===== src/design/vp_macros.svh =====
`ifndef VP_MACROS_SVH
`define VP_MACROS_SVH

// ------------------------------
// Clock enable dividers
// ------------------------------

// Counter width of both strobe dividers
`define VP_DIV_W 4

// CPU strobe, period 8 (NTSC) or 12 (PAL)
`define VP_CPU_LAST_NTSC 7
`define VP_CPU_LAST_PAL 11

// VDC strobe, period 6 (NTSC) or 10 (PAL)
`define VP_VDC_LAST_NTSC 5
`define VP_VDC_LAST_PAL 9

// ------------------------------
// Cartridge and character ROMs
// ------------------------------

// Cart sizes that enable bank bits 0 and 1
`define VP_BANK0_SIZE 4096
`define VP_BANK1_SIZE 8192

// Download slot numbers
`define VP_IDX_CART 1
`define VP_IDX_CHAR 2

// ROM address widths and size counter width
`define VP_CART_AW 14
`define VP_CHAR_AW 9
`define VP_SIZE_W 16

// ------------------------------
// Overscan trim
// ------------------------------

// Line blanked at or below first, at or above last
`define VP_TRIM_FIRST 46
`define VP_TRIM_LAST 367
`define VP_TRIM_W 16

`endif


===== src/design/vp_pkg.sv =====
package vp_pkg;

	// One joystick word from the host, numpad in the top bits
	// Numpad bit 0 is key "1", bit 9 is key "0"
	typedef struct packed {
		logic [9:0] numpad;
		logic       reset;
		logic       action;
		logic       up;
		logic       down;
		logic       left;
		logic       right;
	} joy_word_t;

	// PS/2 event, toggle flips on every new code
	typedef struct packed {
		logic       toggle;
		logic       pressed;
		logic [8:0] code;
	} ps2_key_t;

	// Host download bus
	typedef struct packed {
		logic        download;
		logic        wr;
		logic [7:0]  index;
		logic [24:0] addr;
	} dl_t;

	// Cartridge request from the console
	typedef struct packed {
		logic [11:0] addr;
		logic        bank1;
		logic        bank0;
	} cart_req_t;

	// One-cycle enables for the console
	typedef struct packed {
		logic cpu;
		logic vdc;
	} clk_en_t;

	// Active-low joystick pins
	// Bit 1 joystick A, bit 0 joystick B
	typedef struct packed {
		logic [1:0] up;
		logic [1:0] down;
		logic [1:0] left;
		logic [1:0] right;
		logic [1:0] action;
	} joy_pins_t;

	// Key event towards the keyboard matrix
	typedef struct packed {
		logic       ready;
		logic       released;
		logic [7:0] ascii;
	} key_event_t;

	typedef struct packed {
		logic [7:0] r;
		logic [7:0] g;
		logic [7:0] b;
	} rgb24_t;

	// Console colour, either as palette index or as pins
	typedef union packed {
		logic [3:0] index;
		struct packed {
			logic r;
			logic g;
			logic b;
			logic luma;
		} bits;
	} vp_color_u;

endpackage


===== src/design/vp_clock_enables.sv =====
`timescale 1ns/1ps
`include "vp_macros.svh"

module vp_clock_enables
	import vp_pkg::*;
(
	input  logic    clk_sys,
	input  logic    reset,
	input  logic    pal_i,
	output clk_en_t clk_en_o
);

	localparam logic [`VP_DIV_W-1:0] CPU_LAST_NTSC = `VP_CPU_LAST_NTSC;
	localparam logic [`VP_DIV_W-1:0] CPU_LAST_PAL = `VP_CPU_LAST_PAL;
	localparam logic [`VP_DIV_W-1:0] VDC_LAST_NTSC = `VP_VDC_LAST_NTSC;
	localparam logic [`VP_DIV_W-1:0] VDC_LAST_PAL = `VP_VDC_LAST_PAL;

	logic [`VP_DIV_W-1:0] cpu_cnt;
	logic [`VP_DIV_W-1:0] vdc_cnt;
	logic [`VP_DIV_W-1:0] cpu_last;
	logic [`VP_DIV_W-1:0] vdc_last;
	logic                 cpu_stb;
	logic                 vdc_stb;

	// Terminal counts per video standard
	assign cpu_last = pal_i ? CPU_LAST_PAL : CPU_LAST_NTSC;
	assign vdc_last = pal_i ? VDC_LAST_PAL : VDC_LAST_NTSC;

	// ------------------------------
	// Wrap counters
	// ------------------------------

	// Strobe set on the wrap, so it is high one cycle per period
	// Greater-or-equal also recovers a count left above the last
	always_ff @(posedge clk_sys or posedge reset) begin
		if (reset) begin
			cpu_cnt <= '0;
			cpu_stb <= 1'b0;
			vdc_cnt <= '0;
			vdc_stb <= 1'b0;
		end else begin
			// CPU divider
			cpu_stb <= (cpu_cnt >= cpu_last);
			cpu_cnt <= (cpu_cnt >= cpu_last) ? '0 : cpu_cnt + 1'b1;
			// VDC divider, also the pixel enable
			vdc_stb <= (vdc_cnt >= vdc_last);
			vdc_cnt <= (vdc_cnt >= vdc_last) ? '0 : vdc_cnt + 1'b1;
		end
	end

	assign clk_en_o = '{cpu: cpu_stb, vdc: vdc_stb};

endmodule


===== src/design/vp_input_router.sv =====
`timescale 1ns/1ps

module vp_input_router
	import vp_pkg::*;
(
	input  logic       joy_swap_i,
	input  joy_word_t  joystick_0_i,
	input  joy_word_t  joystick_1_i,
	output joy_pins_t  joy_pins_o,
	output logic       joy_reset_n_o,
	output logic [9:0] numpad_o
);

	joy_word_t joy_a;
	joy_word_t joy_b;

	// ------------------------------
	// Player select
	// ------------------------------

	// Swap puts host joystick 1 on console port A
	assign joy_a = joy_swap_i ? joystick_1_i : joystick_0_i;
	assign joy_b = joy_swap_i ? joystick_0_i : joystick_1_i;

	// ------------------------------
	// Console pins
	// ------------------------------

	// Pins pulled low when pressed
	// A in bit 1, B in bit 0
	assign joy_pins_o.up     = {~joy_a.up, ~joy_b.up};
	assign joy_pins_o.down   = {~joy_a.down, ~joy_b.down};
	assign joy_pins_o.left   = {~joy_a.left, ~joy_b.left};
	assign joy_pins_o.right  = {~joy_a.right, ~joy_b.right};
	assign joy_pins_o.action = {~joy_a.action, ~joy_b.action};

	// Reset button on either pad resets the console
	assign joy_reset_n_o = ~(joy_a.reset | joy_b.reset);

	// Number pads merged, no notion of player here
	assign numpad_o = joy_a.numpad | joy_b.numpad;

endmodule


===== src/design/vp_key_translate.sv =====
`timescale 1ns/1ps

module vp_key_translate
	import vp_pkg::*;
(
	input  logic       clk_sys,
	input  logic       reset,
	input  ps2_key_t   ps2_key_i,
	input  logic [9:0] numpad_i,
	output key_event_t key_event_o
);

	logic       toggle_q;
	logic [9:0] numpad_q;
	logic       ps2_chg;
	logic       pad_chg;
	logic       ps2_changed;
	logic       pad_changed;
	logic       released_q;
	logic [7:0] ps2_ascii;
	logic [7:0] pad_ascii;

	// ------------------------------
	// Translation tables
	// ------------------------------

	// Extended prefix bit is ignored, E0 codes share the base entry
	function automatic logic [7:0] scan_to_ascii(input logic [7:0] code);
		case (code)
			8'h16: return "1";
			8'h1E: return "2";
			8'h26: return "3";
			8'h25: return "4";
			8'h2E: return "5";
			8'h36: return "6";
			8'h3D: return "7";
			8'h3E: return "8";
			8'h46: return "9";
			8'h45: return "0";
			8'h1C: return "a";
			8'h32: return "b";
			8'h21: return "c";
			8'h23: return "d";
			8'h24: return "e";
			8'h2B: return "f";
			8'h34: return "g";
			8'h33: return "h";
			8'h43: return "i";
			8'h3B: return "j";
			8'h42: return "k";
			8'h4B: return "l";
			8'h3A: return "m";
			8'h31: return "n";
			8'h44: return "o";
			8'h4D: return "p";
			8'h15: return "q";
			8'h2D: return "r";
			8'h1B: return "s";
			8'h2C: return "t";
			8'h3C: return "u";
			8'h2A: return "v";
			8'h1D: return "w";
			8'h22: return "x";
			8'h35: return "y";
			8'h1A: return "z";
			8'h29: return " ";
			8'h79: return "+";
			8'h7B: return "-";
			8'h7C: return "*";
			8'h4A: return "/";
			8'h55: return "=";
			// GUI keys give the yes and no codes
			8'h1F: return 8'h11;
			8'h27: return 8'h12;
			8'h5A: return 8'h0A;
			8'h66: return 8'h08;
			default: return 8'h00;
		endcase
	endfunction

	// Lowest held key wins, bit 9 is key "0"
	function automatic logic [7:0] pad_to_ascii(input logic [9:0] pad);
		logic [7:0] ch;
		ch = 8'h00;
		for (int i = 9; i >= 0; i--) begin
			if (pad[i]) ch = (i == 9) ? "0" : 8'(8'h31 + i);
		end
		return ch;
	endfunction

	// New code when the toggle flips, new pad state on any bit change
	assign ps2_chg = (ps2_key_i.toggle != toggle_q);
	assign pad_chg = |(numpad_i ^ numpad_q);

	// ------------------------------
	// Event registers
	// ------------------------------

	always_ff @(posedge clk_sys or posedge reset) begin
		if (reset) begin
			toggle_q    <= 1'b0;
			numpad_q    <= '0;
			ps2_changed <= 1'b0;
			pad_changed <= 1'b0;
			released_q  <= 1'b1;
			ps2_ascii   <= 8'h00;
			pad_ascii   <= 8'h00;
		end else begin
			toggle_q    <= ps2_key_i.toggle;
			numpad_q    <= numpad_i;
			ps2_changed <= ps2_chg;
			pad_changed <= pad_chg;
			// Key up only when neither source holds anything
			released_q  <= ~ps2_key_i.pressed & ~|numpad_i;
			if (ps2_chg)
				ps2_ascii <= scan_to_ascii(ps2_key_i.code[7:0]);
			if (pad_chg)
				pad_ascii <= pad_to_ascii(numpad_i);
		end
	end

	// Keyboard beats the pad when both change together
	assign key_event_o.ready    = ps2_changed | pad_changed;
	assign key_event_o.released = released_q;
	assign key_event_o.ascii    = ps2_changed ? ps2_ascii : pad_ascii;

endmodule


===== src/design/vp_rom_port.sv =====
`timescale 1ns/1ps
`include "vp_macros.svh"

module vp_rom_port
	import vp_pkg::*;
(
	input  logic                   clk_sys,
	input  logic                   reset,
	input  dl_t                    dl_i,
	input  cart_req_t              cart_req_i,
	input  logic [11:0]            char_addr_i,
	output logic [`VP_CART_AW-1:0] rom_addr_o,
	output logic                   rom_we_o,
	output logic [`VP_CHAR_AW-1:0] char_rom_addr_o,
	output logic                   char_we_o
);

	logic                  dl_q;
	logic [`VP_SIZE_W-1:0] cart_size;
	logic                  is_cart;
	logic                  is_char;
	logic                  bank1_en;
	logic                  bank0_en;

	assign is_cart = (dl_i.index == `VP_IDX_CART);
	assign is_char = (dl_i.index == `VP_IDX_CHAR);

	// ------------------------------
	// Cartridge size
	// ------------------------------

	// Cleared after download start, counts bytes written
	always_ff @(posedge clk_sys or posedge reset) begin
		if (reset) begin
			dl_q      <= 1'b0;
			cart_size <= '0;
		end else begin
			dl_q <= dl_i.download;
			if (dl_i.download & ~dl_q)
				cart_size <= '0;
			else if (dl_i.download & dl_i.wr)
				cart_size <= cart_size + 1'b1;
		end
	end

	// Bank bits only count once the image is large enough
	assign bank1_en = (cart_size >= `VP_BANK1_SIZE) & cart_req_i.bank1;
	assign bank0_en = (cart_size >= `VP_BANK0_SIZE) & cart_req_i.bank0;

	// Console A10 is not decoded by the cartridge
	assign rom_addr_o = (dl_i.download & is_cart) ? dl_i.addr[`VP_CART_AW-1:0] :
		{1'b0, bank1_en, bank0_en, cart_req_i.addr[11], cart_req_i.addr[9:0]};
	assign rom_we_o   = dl_i.wr & is_cart;

	// Char ROM only uses the low address bits
	assign char_rom_addr_o = (dl_i.download & is_char) ? dl_i.addr[`VP_CHAR_AW-1:0] :
		char_addr_i[`VP_CHAR_AW-1:0];
	assign char_we_o       = dl_i.wr & is_char;

endmodule


===== src/design/vp_av_encode.sv =====
`timescale 1ns/1ps
`include "vp_macros.svh"

module vp_av_encode
	import vp_pkg::*;
(
	input  logic        clk_sys,
	input  logic        reset,
	input  logic        pal_i,
	input  logic        pix_en_i,
	input  vp_color_u   color_i,
	input  logic        hsync_n_i,
	input  logic        hblank_i,
	input  logic        trim_i,
	input  logic        wide_i,
	input  logic [3:0]  snd_i,
	output rgb24_t      rgb_o,
	output logic        hblank_o,
	output logic [15:0] audio_o,
	output logic [7:0]  video_arx_o,
	output logic [7:0]  video_ary_o
);

	// ------------------------------
	// Palettes
	// ------------------------------

	// Calibrated NTSC colours, by raw index
	localparam logic [23:0] NTSC_LUT [16] = '{
		24'h000000, 24'h676767, 24'h1a37be, 24'h5c80f6,
		24'h006d07, 24'h56c469, 24'h2aaabe, 24'h77e6eb,
		24'h790000, 24'hc75151, 24'h94309f, 24'hdc84e8,
		24'h77670b, 24'hc6b86a, 24'hcecece, 24'hffffff
	};

	// PAL colours as two luma planes of eight hues
	// Hue is the r, g, b pin triple
	localparam logic [23:0] PAL_LUT [2][8] = '{
		'{24'h000000, 24'h0000b6, 24'h00b601, 24'h00b6c9,
		  24'hb60000, 24'hb600b6, 24'hb6b600, 24'hb6b6b6},
		'{24'h494949, 24'h4949ff, 24'h49ff49, 24'h49ffff,
		  24'hff4949, 24'hff49ff, 24'hffff49, 24'hffffff}
	};

	logic [2:0]            hue;
	logic                  hs_q;
	logic [`VP_TRIM_W-1:0] trim_cnt;

	assign hue   = {color_i.bits.r, color_i.bits.g, color_i.bits.b};
	assign rgb_o = pal_i ? PAL_LUT[color_i.bits.luma][hue] : NTSC_LUT[color_i.index];

	// ------------------------------
	// Overscan trim
	// ------------------------------

	// Pixel counter, sync sampled on pixel strobes only
	always_ff @(posedge clk_sys or posedge reset) begin
		if (reset) begin
			hs_q     <= 1'b1;
			trim_cnt <= '0;
		end else if (pix_en_i) begin
			hs_q     <= hsync_n_i;
			// Restart at the end of sync
			trim_cnt <= (~hs_q & hsync_n_i) ? '0 : trim_cnt + 1'b1;
		end
	end

	assign hblank_o = trim_i ?
		((trim_cnt <= `VP_TRIM_FIRST) || (trim_cnt >= `VP_TRIM_LAST)) : hblank_i;

	// ------------------------------
	// Audio and aspect
	// ------------------------------

	// Sound nibble stretched to 14 bits, centred for unsigned output
	assign audio_o = {2'b00, snd_i, snd_i, snd_i, snd_i[3:2]} + 16'h8000;

	assign video_arx_o = wide_i ? 8'd16 : 8'd4;
	assign video_ary_o = wide_i ? 8'd9 : 8'd3;

endmodule


===== src/design/vp_host_glue.sv =====
`timescale 1ns/1ps
`include "vp_macros.svh"

module vp_host_glue
	import vp_pkg::*;
(
	input  logic                   clk_sys,
	input  logic                   reset,
	input  logic                   pal_i,
	// Host inputs
	input  logic                   joy_swap_i,
	input  joy_word_t              joystick_0_i,
	input  joy_word_t              joystick_1_i,
	input  ps2_key_t               ps2_key_i,
	input  dl_t                    dl_i,
	// Console side
	input  cart_req_t              cart_req_i,
	input  logic [11:0]            char_addr_i,
	input  vp_color_u              color_i,
	input  logic                   hsync_n_i,
	input  logic                   hblank_i,
	input  logic [3:0]             snd_i,
	// Menu options
	input  logic                   trim_i,
	input  logic                   wide_i,
	output clk_en_t                clk_en_o,
	output joy_pins_t              joy_pins_o,
	output logic                   joy_reset_n_o,
	output key_event_t             key_event_o,
	output logic [`VP_CART_AW-1:0] rom_addr_o,
	output logic                   rom_we_o,
	output logic [`VP_CHAR_AW-1:0] char_rom_addr_o,
	output logic                   char_we_o,
	output rgb24_t                 rgb_o,
	output logic                   hblank_o,
	output logic [15:0]            audio_o,
	output logic [7:0]             video_arx_o,
	output logic [7:0]             video_ary_o
);

	// Merged number pad into the key translator
	logic [9:0] numpad;

	vp_clock_enables u_clock_enables (.clk_sys, .reset, .pal_i, .clk_en_o);

	vp_input_router u_input_router (.joy_swap_i, .joystick_0_i, .joystick_1_i,
		.joy_pins_o, .joy_reset_n_o, .numpad_o(numpad));

	vp_key_translate u_key_translate (.clk_sys, .reset, .ps2_key_i,
		.numpad_i(numpad), .key_event_o);

	vp_rom_port u_rom_port (.clk_sys, .reset, .dl_i, .cart_req_i, .char_addr_i,
		.rom_addr_o, .rom_we_o, .char_rom_addr_o, .char_we_o);

	// VDC strobe doubles as the pixel enable
	vp_av_encode u_av_encode (.clk_sys, .reset, .pal_i, .pix_en_i(clk_en_o.vdc),
		.color_i, .hsync_n_i, .hblank_i, .trim_i, .wide_i, .snd_i, .rgb_o,
		.hblank_o, .audio_o, .video_arx_o, .video_ary_o);

endmodule


===== config.mk =====
export PLATFORM = sky130hd
export DESIGN_NAME = vp_host_glue
export DESIGN_NICKNAME = d
export VERILOG_FILES = /design/src/design/vp_pkg.sv /design/src/design/vp_clock_enables.sv /design/src/design/vp_input_router.sv /design/src/design/vp_key_translate.sv /design/src/design/vp_rom_port.sv /design/src/design/vp_av_encode.sv /design/src/design/vp_host_glue.sv
export VERILOG_INCLUDE_DIRS = /design/src /design/src/design
export SDC_FILE = /design/constraint.sdc
export NUM_CORES = 1
export LEC_CHECK = 0
export BUFFER_PORTS_ARGS = -buffer_cell sky130_fd_sc_hd__clkbuf_2
export CAP_MARGIN = 40
export CORE_ASPECT_RATIO = 1.2
export CORE_MARGIN = 1.5
export CORE_UTILIZATION = 50
export CTS_CLUSTER_DIAMETER = 50
export DETAILED_ROUTE_END_ITERATION = 8
export GPL_TIMING_DRIVEN = 1
export PLACE_DENSITY = 0.85
export SLEW_MARGIN = 25
export SYNTH_ARGS = -nofsm -noshare
export SYNTH_HDL_FRONTEND = slang
export SYNTH_SLANG_ARGS = --single-unit

===== constraint.sdc =====
create_clock -name clk_sys -period 3.1 [get_ports clk_sys]
set_input_delay 0.775 -clock clk_sys [delete_from_list [all_inputs] [get_ports clk_sys]]
set_output_delay 0.775 -clock clk_sys [all_outputs]
set_load 0.01 [all_outputs]

==> flow_summary.json <==
{
  "status": "finished, violations left",
  "violations": "setup timing",
  "cp.arrival_ns": 2.34,
  "layoutNonFillerInstCount": 970,
  "min_period_ns": 3.11,
  "post_route_cells_drive_above_1_share_pct": 30.9,
  "via_per_inst": 5.65,
  "num_vias": 5483,
  "final_max_slew_viol_count": 0,
  "slowest_delay_ns": 0.54,
  "leakage_nw": 3.46,
  "synth_largest_area_cell": "dfrtp_1",
  "worst_hold_path_type": "flip-flop to flip-flop",
  "dp_slack_ns": -0.127,
  "postRouteAntennaNets": 0,
  "cts_sinks": 70,
  "syn_area_um2": 5650,
  "drt-total-wl_um": 14400,
  "synthArstFlopShare_pct": 100,
  "synth_area_leaders": "dfrtp_1 (30%), ha_1 (5.8%), nor2_1 (5.2%), buf_4 (4.8%), mux2_2 (4.8%)",
  "ir_drop_mv": 0.348,
  "grt_max_degree": 34,
  "cp_common_cell": "clkbuf_2",
  "rrSetupSlack_ns": 1.37,
  "start_kind": "primary input",
  "drt_first_pass_iters": 5,
  "skew_ns": 0.00802,
  "die_h_um": 119,
  "route.detailed.drc": 0,
  "power.density_nw_per_um2": 458,
  "finalHoldViolations": 0,
  "grt_pass1_vias": 5103,
  "holdPathEnd": "u_clock_enables.cpu_cnt[0]$_DFF_PP0_",
  "io-pin-count": 225,
  "grt_pass1_wl_um": 23700,
  "dieArea_um2": 11900,
  "drtIter0Drc": 361,
  "grt_remaining_overflow": 0,
  "worst_slew_pin_slew_ns": 0.807,
  "numCtsBuffers": 9,
  "synth_top_area_share_pct": 30.1,
  "dp.cells": 952,
  "hp-start": "u_clock_enables.cpu_cnt[0]$_DFF_PP0_",
  "gr-usage-all-layers_pct": 24.2,
  "timing.hold.ws_ns": 0.473,
  "holdPathStages": 1,
  "drv_cap": 0,
  "clockBufferDepth": 2,
  "finalSetupViolCount": 5,
  "p_total_mw": 3.15,
  "synth-edff-count": 0,
  "start_util_pct": 51.2,
  "synth_seq_area_share_pct": 31.1,
  "wire_per_inst_um": 14.9,
  "postPlaceCellArea_um2": 6540,
  "r2r_cells": 6,
  "cts_root_buffer": "clkbuf_16",
  "rows": 42,
  "cts_tree": "built",
  "design.core.area_um2": 11000,
  "rsz0062_at_grt": "true",
  "antenna_found_initial": 0,
  "htreeDepth": 3,
  "insertedDiodeCount": 0,
  "final.period_utilization_pct": 100,
  "crit_chain": "clkbuf_2 -> or4_4 -> nor3_4 -> buf_6 -> nand4b_4 -> mux2_2 -> clkbuf_2",
  "cts.clk_slew.worst_paths_ns": 0.05,
  "ys_ff_latch": 70,
  "tns_ns": -0.0332,
  "final_cell_mix": "clkbuf_2 (176), nor2_1 (78), dfrtp_1 (68)",
  "hold_buffers": 0,
  "setup.worst_path.class": "primary input to output pin",
  "place.gp.congestion": 0.994,
  "insertion_delay_ns": 0.32,
  "syn_inst": 674,
  "hpwl_um": 10800,
  "r2r-end": "u_av_encode.trim_cnt[14]$_DFFE_PP0P_",
  "ys.flop_type": "dfrtp_1",
  "ys_types": 69,
  "fillers": 963,
  "fmax_ghz": 0.321,
  "final_common_cell": "clkbuf_2",
  "layout_setup_ws_ns": -0.0137,
  "slew_headroom_pct": 46.1,
  "crit_required_ns": 2.32,
  "yosysWarnings": 0,
  "area_delta_synth_final_pct": 21.8,
  "numPortBuffers": 175,
  "post-route-util_pct": 62.4,
  "die_w_um": 100,
  "r2r_start": "u_av_encode.trim_cnt[1]$_DFFE_PP0P_",
  "nets": 980,
  "cp_max_fo": 5,
  "end_kind": "output pin",
  "postLayoutCellArea_um2": 6880,
  "synth.avg_cell_area_um2": 8.38,
  "crit_path_top_delay_cell": "or4_4"
}
-- synthesized netlist by cell type, types with 4 or more instances --
cell type   n
nor2_1     78
dfrtp_1    68
nand2_1    64
inv_1      40
o21ai_0    40
buf_4      36
a21oi_1    30
ha_1       26
mux2_2     24
xor2_1     24
nand3_1    22
clkbuf_1   20
xnor2_1    17
mux2i_1    15
o211ai_1   13
nor2b_1    11
nor3_1      9
a31oi_1     8
buf_2       8
nand2b_1    8
nand4_1     8
o31ai_1     6
a21o_1      5
a32o_1      5
and3_1      5
mux2_4      5
a211oi_1    4
a311o_1     4
nor4_1      4
-- flip-flops by register name, indices dropped and copies added, names as in the netlist, 4 cells and up --
name	count
u_av_encode.trim_cnt	16
u_clock_enables.cpu_cnt	4
u_clock_enables.vdc_cnt	4
u_key_translate.numpad_q	10
u_key_translate.pad_ascii	5
u_key_translate.ps2_ascii	7
u_rom_port.cart_size	16
-- worst max-delay path, delay by kind of cell --
kind,cells,cell delay [ns]
buffers and inverters,3,0.37
and+or+nand+nor,3,0.88
muxes,1,0.31
-- final cells by class --
cell class,count,area (µm²),area share [%]
Multi-Input combinational cell,509,3410,49.6
Timing Repair Buffer,201,1100,15.9
Tap cell,132,165,2.40
Clock buffer,11,243,3.53
Sequential cell,70,1750,25.5
Inverter,43,161,2.35
Clock inverter,4,47.5,0.691
-- power by group --
part,internal [mW],switching [mW]
Sequential,1.07,0.150
Combinational,0.417,0.520
Clock,0.637,0.361
-- how the worst max path moves through the flow --
stage               start            endpoint  slack, ns
6_report         dl_i[30]  char_rom_addr_o[3]      -0.01
5_1_grt          dl_i[30]  char_rom_addr_o[7]      -0.07
4_1_cts          dl_i[30]  char_rom_addr_o[7]      -0.01
3_5_place_dp     dl_i[30]  char_rom_addr_o[7]      -0.13
3_3_place_gp     dl_i[30]  char_rom_addr_o[8]      -0.08
2_1_floorplan  color_i[0]            rgb_o[8]      0.009
-- repair_timing --
action	in CTS	in global routing
setup buffers	1	0
setup endpoints to repair	14	17
gates resized for setup	3	0
pin swaps	1	0
cloned	1	0
-- cells by family (layout without fill, tap and decap cells) --
kind of cell	after synthesis	after routing	synth area share, %
adder cells (fa/ha/maj)	26	26	5.76
other	2	15	0.133
AND/OR/NAND/NOR	229	230	19.5
buffers and inverters	109	259	9.94
flip-flops	70	70	31.1
XOR/XNOR	41	41	6.36
multiplexers	46	46	9.57
AO/OA/AOI/OAI	151	151	17.7
-- metal layers --
metal | part of all wire, % | wire length, µm | track usage, %
met2 | 50 | 7240 | 41.2
met4 | 2.0 | 290 | 8.10
met3 | 6.5 | 933 | 3.70
met1 | 41 | 5980 | 31.1
met5 | 0 | 0 | 0
Power figures use the tool's default switching activity.
